==> config.mk <==
export PLATFORM = sky130hd
export DESIGN_NAME = lcd_ctrl_top
export DESIGN_NICKNAME = d
export VERILOG_FILES = /design/src/lcd_pkg.sv /design/src/lcd_cmd_if.sv /design/src/lcd_instr_exec.sv /design/src/lcd_init_seq.sv /design/src/lcd_text_writer.sv /design/src/lcd_cmd_arbiter.sv /design/src/lcd_ctrl_top.sv
export SDC_FILE = /design/constraint.sdc
export NUM_CORES = 1
export LEC_CHECK = 0
export CAP_MARGIN = 20
export CORE_MARGIN = 5
export CORE_UTILIZATION = 50
export CTS_CLUSTER_SIZE = 16
export DETAILED_ROUTE_END_ITERATION = 16
export DONT_BUFFER_PORTS = 1
export SLEW_MARGIN = 10
export SYNTH_ARGS = -nofsm -noshare
export SYNTH_HDL_FRONTEND = slang
export SYNTH_SLANG_ARGS = --single-unit
export TNS_END_PERCENT = 100
==> constraint.sdc <==
create_clock -name i_clk -period 6.4 [get_ports i_clk]
set_input_delay 0.64 -clock i_clk [delete_from_list [all_inputs] [get_ports i_clk]]
set_output_delay 0.64 -clock i_clk [all_outputs]
set_load 0.05 [all_outputs]
==> src/lcd_pkg.sv <==
`default_nettype none

package lcd_pkg;

    // ----------------------------------------
    // instruction set
    // ----------------------------------------
    typedef enum logic [2:0] {
        LCD_PRECHARGE = 3'd0,
        LCD_FUNC_SET  = 3'd1,
        LCD_DISP_ON   = 3'd2,
        LCD_CLEAR     = 3'd3,
        LCD_ENTRY     = 3'd4,
        LCD_SET_ADDR  = 3'd5,
        LCD_WRITE     = 3'd6
    } lcd_cmd_e;

    localparam int LCD_CMD_NUM     = 7;
    localparam int LCD_WORD_W      = 10;    // {rs, rw, data}.
    localparam int LCD_ARG_W       = 8;
    localparam int LCD_TIME_W      = 15;
    localparam int LCD_INIT_STEPS  = 5;
    localparam int LCD_EXEC_MAX_US = 15000;

    localparam logic [LCD_WORD_W-1:0] LCD_INSTR [LCD_CMD_NUM] = '{
        10'h030,    // precharge.
        10'h038,    // 8 bit, 2 lines, 5x8 font.
        10'h00C,    // display on, cursor off.
        10'h001,    // clear display.
        10'h006,    // increment, no shift.
        10'h080,    // ddram address in low 7 bits.
        10'h200     // character in low 8 bits.
    };

    localparam logic [LCD_TIME_W-1:0] LCD_EXEC_US [LCD_CMD_NUM] = '{
        15'd15000,
        15'd39,
        15'd39,
        15'd1530,
        15'd39,
        15'd39,
        15'd43
    };

    // ----------------------------------------
    // screen geometry
    // ----------------------------------------
    localparam int LCD_COLS  = 16;
    localparam int LCD_ROWS  = 2;
    localparam int LCD_CHARS = LCD_COLS * LCD_ROWS;
    localparam int LCD_POS_W = 5;

    localparam logic [LCD_ARG_W-1:0] LCD_LINE2_BASE = 8'h40;

    // linear position to ddram address.
    function automatic logic [LCD_ARG_W-1:0] lcd_pos_addr(input logic [LCD_POS_W-1:0] pos);
        if (pos < LCD_POS_W'(LCD_COLS))
            return LCD_ARG_W'(pos);
        else
            return LCD_LINE2_BASE + LCD_ARG_W'(pos - LCD_POS_W'(LCD_COLS));
    endfunction

endpackage

`default_nettype wire

==> src/lcd_cmd_if.sv <==
`timescale 1ns/1ns
`default_nettype none

interface lcd_cmd_if;
    import lcd_pkg::*;

    logic                 start;    // one cycle strobe.
    lcd_cmd_e             cmd;
    logic [LCD_ARG_W-1:0] arg;      // held until finish.
    logic                 finish;   // one cycle pulse.

    modport client (
        output start,
        output cmd,
        output arg,
        input  finish
    );

    modport exec (
        input  start,
        input  cmd,
        input  arg,
        output finish
    );

endinterface

`default_nettype wire

==> src/lcd_instr_exec.sv <==
`timescale 1ns/1ns
`default_nettype none

module lcd_instr_exec #(
    parameter int CLK_PER_US = 50
) (
    input  wire         i_clk,
    input  wire         i_rst_n,
    lcd_cmd_if.exec     cmd_port,
    output logic        o_lcd_en,
    output logic        o_lcd_rs,
    output logic        o_lcd_rw,
    output logic [7:0]  o_lcd_data,
    output logic        o_busy
);
    import lcd_pkg::*;

    localparam int CNT_W = $clog2(LCD_EXEC_MAX_US * CLK_PER_US + 1);

    typedef enum logic {
        S_IDLE,
        S_EXE
    } state_e;

    state_e                state_r;
    logic [LCD_WORD_W-1:0] inst_r;
    logic [CNT_W-1:0]      cnt_r;
    logic [CNT_W-1:0]      last_r;
    logic                  finish_r;

    logic [LCD_WORD_W-1:0] word_w;
    logic [CNT_W-1:0]      cycles_w;

    // ----------------------------------------
    // instruction word and duration
    // ----------------------------------------
    always_comb begin
        word_w = LCD_INSTR[cmd_port.cmd];
        case (cmd_port.cmd)
            LCD_SET_ADDR: word_w[6:0] = cmd_port.arg[6:0];
            LCD_WRITE:    word_w[7:0] = cmd_port.arg;
            default: ;
        endcase
    end

    assign cycles_w = CNT_W'(LCD_EXEC_US[cmd_port.cmd] * CLK_PER_US);

    always_ff @(posedge i_clk or posedge i_rst_n) begin
        if (i_rst_n) begin
            state_r  <= S_IDLE;
            inst_r   <= '0;
            cnt_r    <= '0;
            last_r   <= '0;
            finish_r <= 1'b0;
        end else begin
            finish_r <= 1'b0;
            case (state_r)
                S_IDLE: begin
                    if (cmd_port.start) begin
                        state_r <= S_EXE;
                        inst_r  <= word_w;
                        cnt_r   <= '0;
                        last_r  <= cycles_w - 1'b1;   // duration fixed here.
                    end
                end
                S_EXE: begin
                    if (cnt_r == last_r) begin
                        state_r  <= S_IDLE;
                        finish_r <= 1'b1;
                    end else begin
                        cnt_r <= cnt_r + 1'b1;
                    end
                end
                default: state_r <= S_IDLE;
            endcase
        end
    end

    // enable pulse covers the first microsecond.
    assign o_lcd_en        = (state_r == S_EXE) && (cnt_r < CNT_W'(CLK_PER_US));
    assign o_lcd_rs        = inst_r[9];
    assign o_lcd_rw        = inst_r[8];
    assign o_lcd_data      = inst_r[7:0];
    assign o_busy          = (state_r == S_EXE);
    assign cmd_port.finish = finish_r;

    // the arbiter must hold back every start until the running instruction ends.
    a_no_start_busy: assert property (@(posedge i_clk) disable iff (i_rst_n)
        (state_r == S_EXE) |-> !cmd_port.start);

    a_en_no_read: assert property (@(posedge i_clk) disable iff (i_rst_n)
        o_lcd_en |-> !o_lcd_rw);

endmodule

`default_nettype wire

==> src/lcd_init_seq.sv <==
`timescale 1ns/1ns
`default_nettype none

module lcd_init_seq (
    input  wire         i_clk,
    input  wire         i_rst_n,
    lcd_cmd_if.client   cmd_port,
    output logic        o_init_done
);
    import lcd_pkg::*;

    localparam int STEP_W = $clog2(LCD_INIT_STEPS + 1);

    logic [STEP_W-1:0] step_r;
    logic              kicked_r;
    logic              start_r;

    always_ff @(posedge i_clk or posedge i_rst_n) begin
        if (i_rst_n) begin
            step_r   <= '0;
            kicked_r <= 1'b0;
            start_r  <= 1'b0;
        end else begin
            start_r <= 1'b0;
            if (!kicked_r) begin
                kicked_r <= 1'b1;   // first command right after reset.
                start_r  <= 1'b1;
            end else if (cmd_port.finish && !o_init_done) begin
                step_r  <= step_r + 1'b1;
                start_r <= (step_r != STEP_W'(LCD_INIT_STEPS - 1));
            end
        end
    end

    // ----------------------------------------
    // setup order
    // ----------------------------------------
    always_comb begin
        case (step_r)
            STEP_W'(0): cmd_port.cmd = LCD_PRECHARGE;
            STEP_W'(1): cmd_port.cmd = LCD_FUNC_SET;
            STEP_W'(2): cmd_port.cmd = LCD_DISP_ON;
            STEP_W'(3): cmd_port.cmd = LCD_CLEAR;
            default:    cmd_port.cmd = LCD_ENTRY;
        endcase
    end

    assign cmd_port.start = start_r;
    assign cmd_port.arg   = '0;    // setup words carry no argument.
    assign o_init_done    = (step_r == STEP_W'(LCD_INIT_STEPS));

endmodule

`default_nettype wire

==> src/lcd_text_writer.sv <==
`timescale 1ns/1ns
`default_nettype none

module lcd_text_writer (
    input  wire                          i_clk,
    input  wire                          i_rst_n,
    input  wire                          i_init_done,
    input  wire                          i_char_we,
    input  wire [lcd_pkg::LCD_POS_W-1:0] i_char_pos,
    input  wire [7:0]                    i_char,
    lcd_cmd_if.client                    cmd_port
);
    import lcd_pkg::*;

    typedef enum logic [1:0] {
        W_IDLE,
        W_ADDR,
        W_DATA
    } phase_e;

    logic [7:0]           char_buf [LCD_CHARS];
    logic [LCD_CHARS-1:0] dirty_r;
    phase_e               phase_r;
    logic                 start_r;
    lcd_cmd_e             cmd_r;
    logic [LCD_ARG_W-1:0] arg_r;
    logic [LCD_POS_W-1:0] cur_pos_r;

    logic [LCD_POS_W-1:0] low_pos;
    logic                 found;
    logic                 launch;
    logic                 next_data;
    logic [7:0]           cur_char;

    // lowest dirty position wins.
    always_comb begin
        found   = 1'b0;
        low_pos = '0;
        for (int i = LCD_CHARS - 1; i >= 0; i--) begin
            if (dirty_r[i]) begin
                found   = 1'b1;
                low_pos = LCD_POS_W'(i);
            end
        end
    end

    assign launch    = i_init_done && found &&
                       ((phase_r == W_IDLE) || ((phase_r == W_DATA) && cmd_port.finish));
    assign next_data = (phase_r == W_ADDR) && cmd_port.finish;
    // a host write on the same edge is forwarded.
    assign cur_char  = (i_char_we && (i_char_pos == cur_pos_r)) ? i_char : char_buf[cur_pos_r];

    always_ff @(posedge i_clk) begin
        if (i_char_we)
            char_buf[i_char_pos] <= i_char;
    end

    always_ff @(posedge i_clk or posedge i_rst_n) begin
        if (i_rst_n) begin
            dirty_r <= '0;
        end else begin
            if (launch)
                dirty_r[low_pos] <= 1'b0;
            if (i_char_we)
                dirty_r[i_char_pos] <= 1'b1;   // host write wins over the clear.
        end
    end

    // ----------------------------------------
    // refresh engine
    // ----------------------------------------
    always_ff @(posedge i_clk or posedge i_rst_n) begin
        if (i_rst_n) begin
            phase_r <= W_IDLE;
            start_r <= 1'b0;
            cmd_r   <= LCD_SET_ADDR;
        end else begin
            start_r <= 1'b0;
            if (launch) begin
                phase_r <= W_ADDR;
                start_r <= 1'b1;
                cmd_r   <= LCD_SET_ADDR;
            end else if (next_data) begin
                phase_r <= W_DATA;
                start_r <= 1'b1;
                cmd_r   <= LCD_WRITE;
            end else if ((phase_r == W_DATA) && cmd_port.finish) begin
                phase_r <= W_IDLE;
            end
        end
    end

    always_ff @(posedge i_clk) begin
        if (launch) begin
            cur_pos_r <= low_pos;
            arg_r     <= lcd_pos_addr(low_pos);
        end else if (next_data) begin
            arg_r <= cur_char;
        end
    end

    assign cmd_port.start = start_r;
    assign cmd_port.cmd   = cmd_r;
    assign cmd_port.arg   = arg_r;

    a_data_matches_buf: assert property (@(posedge i_clk) disable iff (i_rst_n)
        (cmd_port.start && (cmd_port.cmd == LCD_WRITE)) |-> (cmd_port.arg == char_buf[cur_pos_r]));

endmodule

`default_nettype wire

==> src/lcd_cmd_arbiter.sv <==
`timescale 1ns/1ns
`default_nettype none

module lcd_cmd_arbiter (
    input  wire         i_clk,
    input  wire         i_rst_n,
    lcd_cmd_if.exec     init_port,
    lcd_cmd_if.exec     text_port,
    lcd_cmd_if.client   exec_port
);

    logic busy_r;
    logic grant_text_r;
    logic pend_init_r;
    logic pend_text_r;

    logic req_init;
    logic req_text;
    logic fwd;
    logic sel_text;

    assign req_init = init_port.start | pend_init_r;
    assign req_text = text_port.start | pend_text_r;
    assign fwd      = !busy_r && (req_init || req_text);
    // init first when both ask.
    assign sel_text = busy_r ? grant_text_r : !req_init;

    // ----------------------------------------
    // command path
    // ----------------------------------------
    assign exec_port.start = fwd;
    assign exec_port.cmd   = sel_text ? text_port.cmd : init_port.cmd;
    assign exec_port.arg   = sel_text ? text_port.arg : init_port.arg;

    assign init_port.finish = exec_port.finish && !grant_text_r;
    assign text_port.finish = exec_port.finish && grant_text_r;

    always_ff @(posedge i_clk or posedge i_rst_n) begin
        if (i_rst_n) begin
            busy_r       <= 1'b0;
            grant_text_r <= 1'b0;
            pend_init_r  <= 1'b0;
            pend_text_r  <= 1'b0;
        end else begin
            if (fwd) begin
                busy_r       <= 1'b1;
                grant_text_r <= sel_text;
            end else if (exec_port.finish) begin
                busy_r <= 1'b0;
            end
            // a start that loses stays pending until the executor frees up.
            pend_init_r <= req_init && !(fwd && !sel_text);
            pend_text_r <= req_text && !(fwd && sel_text);
        end
    end

    a_grant_stable: assert property (@(posedge i_clk) disable iff (i_rst_n)
        (busy_r && !exec_port.finish) |=> ($stable(exec_port.cmd) && $stable(exec_port.arg)));

endmodule

`default_nettype wire

==> src/lcd_ctrl_top.sv <==
`timescale 1ns/1ns
`default_nettype none

module lcd_ctrl_top #(
    parameter int CLK_PER_US = 50
) (
    input  wire                          i_clk,
    input  wire                          i_rst_n,
    input  wire                          i_char_we,
    input  wire [lcd_pkg::LCD_POS_W-1:0] i_char_pos,
    input  wire [7:0]                    i_char,
    output wire                          o_lcd_en,
    output wire                          o_lcd_rs,
    output wire                          o_lcd_rw,
    output wire [7:0]                    o_lcd_data,
    output wire                          o_init_done,
    output wire                          o_busy
);

    lcd_cmd_if init_cmd ();
    lcd_cmd_if text_cmd ();
    lcd_cmd_if exec_cmd ();

    // ----------------------------------------
    // clients
    // ----------------------------------------
    lcd_init_seq u_init_seq (
        .i_clk       (i_clk),
        .i_rst_n     (i_rst_n),
        .cmd_port    (init_cmd.client),
        .o_init_done (o_init_done)
    );

    lcd_text_writer u_text_writer (
        .i_clk       (i_clk),
        .i_rst_n     (i_rst_n),
        .i_init_done (o_init_done),
        .i_char_we   (i_char_we),
        .i_char_pos  (i_char_pos),
        .i_char      (i_char),
        .cmd_port    (text_cmd.client)
    );

    lcd_cmd_arbiter u_arbiter (
        .i_clk     (i_clk),
        .i_rst_n   (i_rst_n),
        .init_port (init_cmd.exec),
        .text_port (text_cmd.exec),
        .exec_port (exec_cmd.client)
    );

    lcd_instr_exec #(
        .CLK_PER_US (CLK_PER_US)
    ) u_instr_exec (
        .i_clk      (i_clk),
        .i_rst_n    (i_rst_n),
        .cmd_port   (exec_cmd.exec),
        .o_lcd_en   (o_lcd_en),
        .o_lcd_rs   (o_lcd_rs),
        .o_lcd_rw   (o_lcd_rw),
        .o_lcd_data (o_lcd_data),
        .o_busy     (o_busy)
    );

endmodule

`default_nettype wire

* Word-level counts from Yosys, hierarchy flattened
Memories as Yosys holds them, arrays and structs flattened. A register that Yosys moved wholly into a read port is not among the register bits.
Index checks and enable logic that the tools add are counted.
Widths: inputs -> output; s select.
** Operators by class
- Add/subtract/negate cells :: 5
- Multiply operators :: 1
- $lt $le $gt $ge :: 7
- Equal/unequal tests :: 13
- Mux-type cells :: 106
- Bitwise gates (word level) :: 7
- Reduce and logical (&&, ||, !) cells :: 34
** Operators by type and width (count)
- $mux 5 :: 33
- $mux 32 :: 2
- $mux 1 :: 48
- $mux 20 :: 2
- $mux 8 :: 5
- $pmux 20 s2 :: 1
- $and 32x32->32 :: 1
- $not 32->32 :: 1
- $or 32x32->32 :: 1
- $mux 15 :: 2
- $add 20x1->20 const B :: 1
- $eq 20x20->1 :: 1
- $lt 20x6->1 const B :: 1
- $mux 10 :: 2
- $sub 20x1->20 const B :: 1
- $mul 15x5->19 const B :: 1
- $logic_and 1x1->1 :: 16
- $lt 5x6->1 const B :: 2
- $pmux 3 s4 :: 1
- $demux 1 s5 :: 2
- $ge 5x1->1 const B :: 2
- $eq 3x3->1 const B :: 3
- $mux 3 :: 3
- $add 7x8->8 const A :: 1
- 25 further kinds :: 40
** Storage, ports and cells
- Bits in registers :: 112
- RAM bits :: 256
- Memory bits (read-only) :: 200
- Input bits :: 16
- Logic and storage cells :: 194
- Memories :: 3
** Memory list
- u_text_writer.char_buf :: words 32, bits a word 8, rd ports 1, clocked after Yosys merged registers in 1, write ports 1, RTL line lcd_text_writer.sv:21 : logic [7:0] char_buf [LCD_CHARS];
- (name not given) :: words 8, bits a word 15, rd ports 1, clocked after Yosys merged registers in 0, write ports 0, RTL line lcd_instr_exec.sv:46 : assign cycles_w = CNT_W'(LCD_EXEC_US[cmd_port.cmd] * CLK_PER_US);
- (name not given) :: words 8, bits a word 10, rd ports 1, clocked after Yosys merged registers in 0, write ports 0, RTL line lcd_instr_exec.sv:38 : word_w = LCD_INSTR[cmd_port.cmd];

* Depth between registers and ports, before layout
- Word-level depth :: 41
- Mapped depth :: 26

* Hierarchy
From an unflattened synthesis, not the netlist that was laid out.
** Unflattened totals
- Cell total of the unflattened synthesis :: 1282
- Area, all modules :: 17296.6 um^2
** Modules (own cells, without submodules)
- lcd_text_writer :: instances 1, cells an instance 797, area an instance 12836.1 um^2
- lcd_instr_exec :: instances 1, cells an instance 418, area an instance 3763.6 um^2
- lcd_cmd_arbiter :: instances 1, cells an instance 30, area an instance 350.3 um^2
- lcd_init_seq :: instances 1, cells an instance 37, area an instance 346.6 um^2

* Least setup slack after synthesis
OpenSTA, ideal clock, no wires.
- Path kind :: register -> register
- Start :: reg u_arbiter.busy_r
- End :: reg u_instr_exec.last_r[18]
- Setup time :: 0.126 ns
- Arrival time :: 5.345 ns
- Slack :: 0.929 ns
- Cell stages (with the launch flop) :: 24
- Path buffers :: 1
- Period minus slack after synthesis :: 5.471 ns
- Cells stage by stage :: dfrtp_1 > buf_2 > or3_1 > nand2_1 > nor2_1 > nor2_1 > inv_1 > ha_1 > nor2_1 > inv_1 > nand2_1 > ha_1 > ha_1 > xnor2_1 > ha_1 > ha_1 > a21o_1 > a21oi_1 > xnor2_1 > a2111oi_4 > and4bb_1 > and4bb_4 > nand2_1 > a221o_1
** Between the ends
- Longest elaborated chain between the ends :: 8
** Ends and longest elaborated chain
- from (decl) :: RTL line lcd_cmd_arbiter.sv:12 : logic busy_r;
- from (signal assigned) :: RTL line lcd_cmd_arbiter.sv:40 : busy_r <= 1'b0;
- from (signal assigned) :: RTL line lcd_cmd_arbiter.sv:46 : busy_r <= 1'b1;
- from (signal assigned) :: RTL line lcd_cmd_arbiter.sv:49 : busy_r <= 1'b0;
- $mux 1 :: RTL line lcd_cmd_arbiter.sv:26 : assign sel_text = busy_r ? grant_text_r : !req_init;
- $mux 3 :: RTL line lcd_cmd_arbiter.sv:32 : assign exec_port.cmd = sel_text ? text_port.cmd : init_port.cmd;
- $not 3->4 (not written as such) :: RTL line lcd_instr_exec.sv:46
- $mem_v2 8x15
- $mux 15 (not written as such) (2 in series) :: RTL line lcd_instr_exec.sv:46
- $mul 15x5->19 :: RTL line lcd_instr_exec.sv:46
- $sub 20x1->20 :: RTL line lcd_instr_exec.sv:63 : last_r <= cycles_w - 1'b1;
- to (signal assigned) :: RTL line lcd_instr_exec.sv:63
- to (decl) :: RTL line lcd_instr_exec.sv:28 : logic [CNT_W-1:0] last_r;
Several ways; a longest one is shown, not always the timed one. The select of a mux whose other input is x is not followed.
A chain may end at the register's enable or synchronous reset.

* Final worst setup path
Same ends and word-level chain as after synthesis.

==> out/qor.csv <==
metric,value,unit
outcome,finished clean,
topmost layer with routed signal wires,met4,
Routed Antenna Nets,0,
vias per cell,5.74,
number of nets in the layout,1312,
final WL,37000,um
CTS Buffer Depth,3,
post-DP HPWL,25600,um
CTS tree,done,
worst r2r src,u_arbiter.busy_r,
CTS Buf Count,40,
first-pass GRT wire length,58700,um
post-synthesis compound-gate area fraction,6.72,%
critical-path cell list,or3_1 -> nand2_1 -> nand2_1 -> inv_1 -> nor2_1 -> ha_1 -> a21oi_1 -> nand3_1 -> ha_1 -> ha_1 -> ha_1 -> fa_1 -> a21o_1 -> a21oi_1 -> xnor2_1 -> a2111oi_4 -> and4bb_1 -> and4bb_4 -> nand2_1 -> a221o_1,
Worst Path Arrival,6290,ps
syn nets,1295,
PD cells,305,nW/um2
XOR/XNOR Fraction of Synth Area,2.62,%
Simple-Gate Fraction of Synth Area,10.0,%
largest family of logic cells by synthesized area,multiplexers,
Std-Cell Rows,67,
top-area cell type share of the netlist area,47.4,%
root buf cell,clkbuf_16,
Area contributors post-synth,"edfxtp_1, dfrtp_1, mux4_2, ha_1, nor2_1",
Ys Warns,0,
RD Place Congestion,0.876,
Worst Hold Path Cells,0,
max frequency,170,MHz
I/O pin count,29,
"Slew Viols, Final",0,
Antenna Cells,0,
Avg WL per Cell,21.5,um
worst-path fanout max,9,
CP peak stage delay,470,ps
Worst Hold Launch,i_char[0],
worst-margin pin slew,1130,ps
multiplexer area fraction after synthesis,11.6,%
Synth area leader,edfxtp_1,
share of cells above drive strength 1,14.9,%
Lkg Pwr,7.10,nW
worst clock skew,18.0,ps
setup TNS,0,ps
GRT overflow,0,
port buffer count,0,
Die ar.,37900,um2
area grow syn2layout,11.6,%
Setup Viol. Count Final,0,
WP data required,6800,ps
largest net degree at the start of global routing,77,
post-synth cell types,73,
synth cell count leaders,"edfxtp_1, nor2_1, dfrtp_1, nand2_1, mux4_2",
drt first pass iters,5,
critical path class,reg2reg,
met1 wire length,16200,um
initial core utilization,50.7,%
metal3 WL,1480,um
"Seq/Total Area, Yosys",62.2,%
Final min period,5880,ps
initial antenna violation count,0,
asr flop ratio synth,26.1,%
WL met2,18500,um
GR Util All Layers,19.7,%
vias in the first global route,9943,
Syn Inst Count,1223,
crit path capture type,register,
Reg-to-Reg End,u_instr_exec.last_r[18],
Post-Synth Adder-Cell Area,4.46,%
htree depth,2,
Clock transition at path regs,60,ps
Hold Path Class,in2reg,
core footprint,33600,um2
die width,195,um
depth of the most critical reg-to-reg path,20,
synthesized area per cell,13.9,um2
most frequent cell on the critical path,ha_1,
"Top FF cell, synth",edfxtp_1,
R2R setup slack,520,ps
hold worst-path end,u_text_writer.char_buf[27][0],
final core utilization,56.6,%
RSZ-0062 raised after global routing,false,
vias,9866,
CTS sink count,371,
die height,195,um
"count leader, synth",edfxtp_1,
Remaining DRCs,0,
Synth Register Bits,371,
Critical Path Source Type,register,
mapped cell area,17100,um2
MaxCap Viol Count,0,
Max transition margin,24.5,%
clock latency on the worst-skew pair,550,ps
Max rail drop VDD,0.000238,V
"Hold Vio Cnt, Final",0,
first-iteration detailed-routing DRC count,662,
final period utilization,91.9,%
"EDFF count, synth",269,
"slowest stage cell, crit path",fa_1,
state kept, by name, summed over array words and instances (netlist names), 2 cells and up, named ones only:
register and count:
u_instr_exec.inst_r 9, u_text_writer.cmd_port.cmd 2, u_text_writer.phase_r 2, u_text_writer.cur_pos_r 5, u_text_writer.dirty_r 32, u_instr_exec.last_r 20, u_init_seq.step_r 3, u_text_writer.char_buf 256
u_text_writer.cmd_port.arg 8, u_instr_exec.cnt_r 20
where the power goes:
group	total (mW)	switching [mW]	internal (mW)
logic	0.617	0.357	0.259
clock network	2.39	0.945	1.44
registers	2.81	0.128	2.68
total	5.81	1.43	4.38
logic make-up after synthesis:
logic type      count (synthesis)
other cells                     2
simple gates                  367
fa+ha+maj                      56
xor+xnor                       51
flops                         371
compound gates                180
buf+inv                        98
mux                            98
routing by layer:
| metal | global-route usage (%) | vias to the layer above |
|---|---|---|
| li1 | - | 4634 |
| met1 | 26.7 | 4998 |
| met2 | 33.7 | 185 |
| met3 | 3.34 | 49 |
| met4 | 4.82 | 0 |
| met5 | 0 | - |
worst max-delay path by stage:
stage          depth (start not counted)        startpoint                 endpoint
2_1_floorplan                         23  u_arbiter.busy_r  u_instr_exec.last_r[18]
3_3_place_gp                          21  u_arbiter.busy_r  u_instr_exec.last_r[18]
3_5_place_dp                          21  u_arbiter.busy_r  u_instr_exec.last_r[18]
4_1_cts                               21  u_arbiter.busy_r  u_instr_exec.last_r[18]
5_1_grt                               20  u_arbiter.busy_r  u_instr_exec.last_r[18]
6_report                              20  u_arbiter.busy_r  u_instr_exec.last_r[18]
worst max-delay path: cells and delay by family, from the launching register on:
family,cells,cell delay (ps)
compound gates,5,1340
xor+xnor,1,160
fa+ha+maj,5,1810
buf+inv,1,130
flops,1,450
simple gates,8,1850
area by class of cell:
| cell class | instances | area [um2] |
|---|---|---|
| Timing Repair Buffer | 22 | 208 |
| Multi-Input combinational cell | 754 | 6060 |
| Clock inverter | 20 | 273 |
| Tap cell | 448 | 561 |
| Sequential cell | 371 | 10600 |
| Fill cell | 2696 | 14600 |
| Inverter | 51 | 198 |
| Clock buffer | 54 | 1110 |
through the flow:
step	power (mW)	hold WS, ps	cells	instance area [um2]	worst slack (ps)
2_1_floorplan	3.31	396	1223	17100	929
3_3_place_gp	3.45	434	1638	17500	480
3_5_place_dp	3.46	431	1638	17500	412
4_1_cts	5.86	166	1713	18900	363
5_1_grt	6.07	165	1720	19000	79.7
6_report	5.81	192	1720	19000	516
layout by cell type (no fill, tap or decap), types with 4 or more instances in the layout:
| cell | n |
|---|---|
| xnor2_1 | 19 |
| edfxtp_1 | 269 |
| a21oi_1 | 45 |
| inv_1 | 47 |
| nand3_1 | 32 |
| ha_1 | 48 |
| nand4_1 | 12 |
| o21bai_1 | 5 |
| and3_1 | 11 |
| fa_1 | 8 |
| o21a_1 | 5 |
| or3_1 | 4 |
| a31oi_1 | 7 |
| o31ai_1 | 12 |
| clkbuf_1 | 9 |
| nor3_1 | 23 |
| buf_4 | 19 |
| o21ai_0 | 59 |
| xor2_1 | 32 |
| dfrtp_1 | 96 |
| a21o_1 | 14 |
| mux2i_1 | 15 |
| nor4_1 | 18 |
| nand2b_1 | 9 |
| clkbuf_16 | 41 |
| nand3b_1 | 7 |
| clkinv_2 | 5 |
| bufinv_16 | 5 |
| clkbuf_8 | 4 |
| nor2_1 | 131 |
| nand2_1 | 96 |
| mux4_2 | 80 |
| clkinv_1 | 6 |
repair_timing:
action                     4_1_cts  5_1_grt
setup endpoints to repair        0        3
buffers inserted                 0        4
resized for setup                0        2
hold buffers                     1        0
hold endpoints to repair        21        0
(Power assumes the default switching activity.)
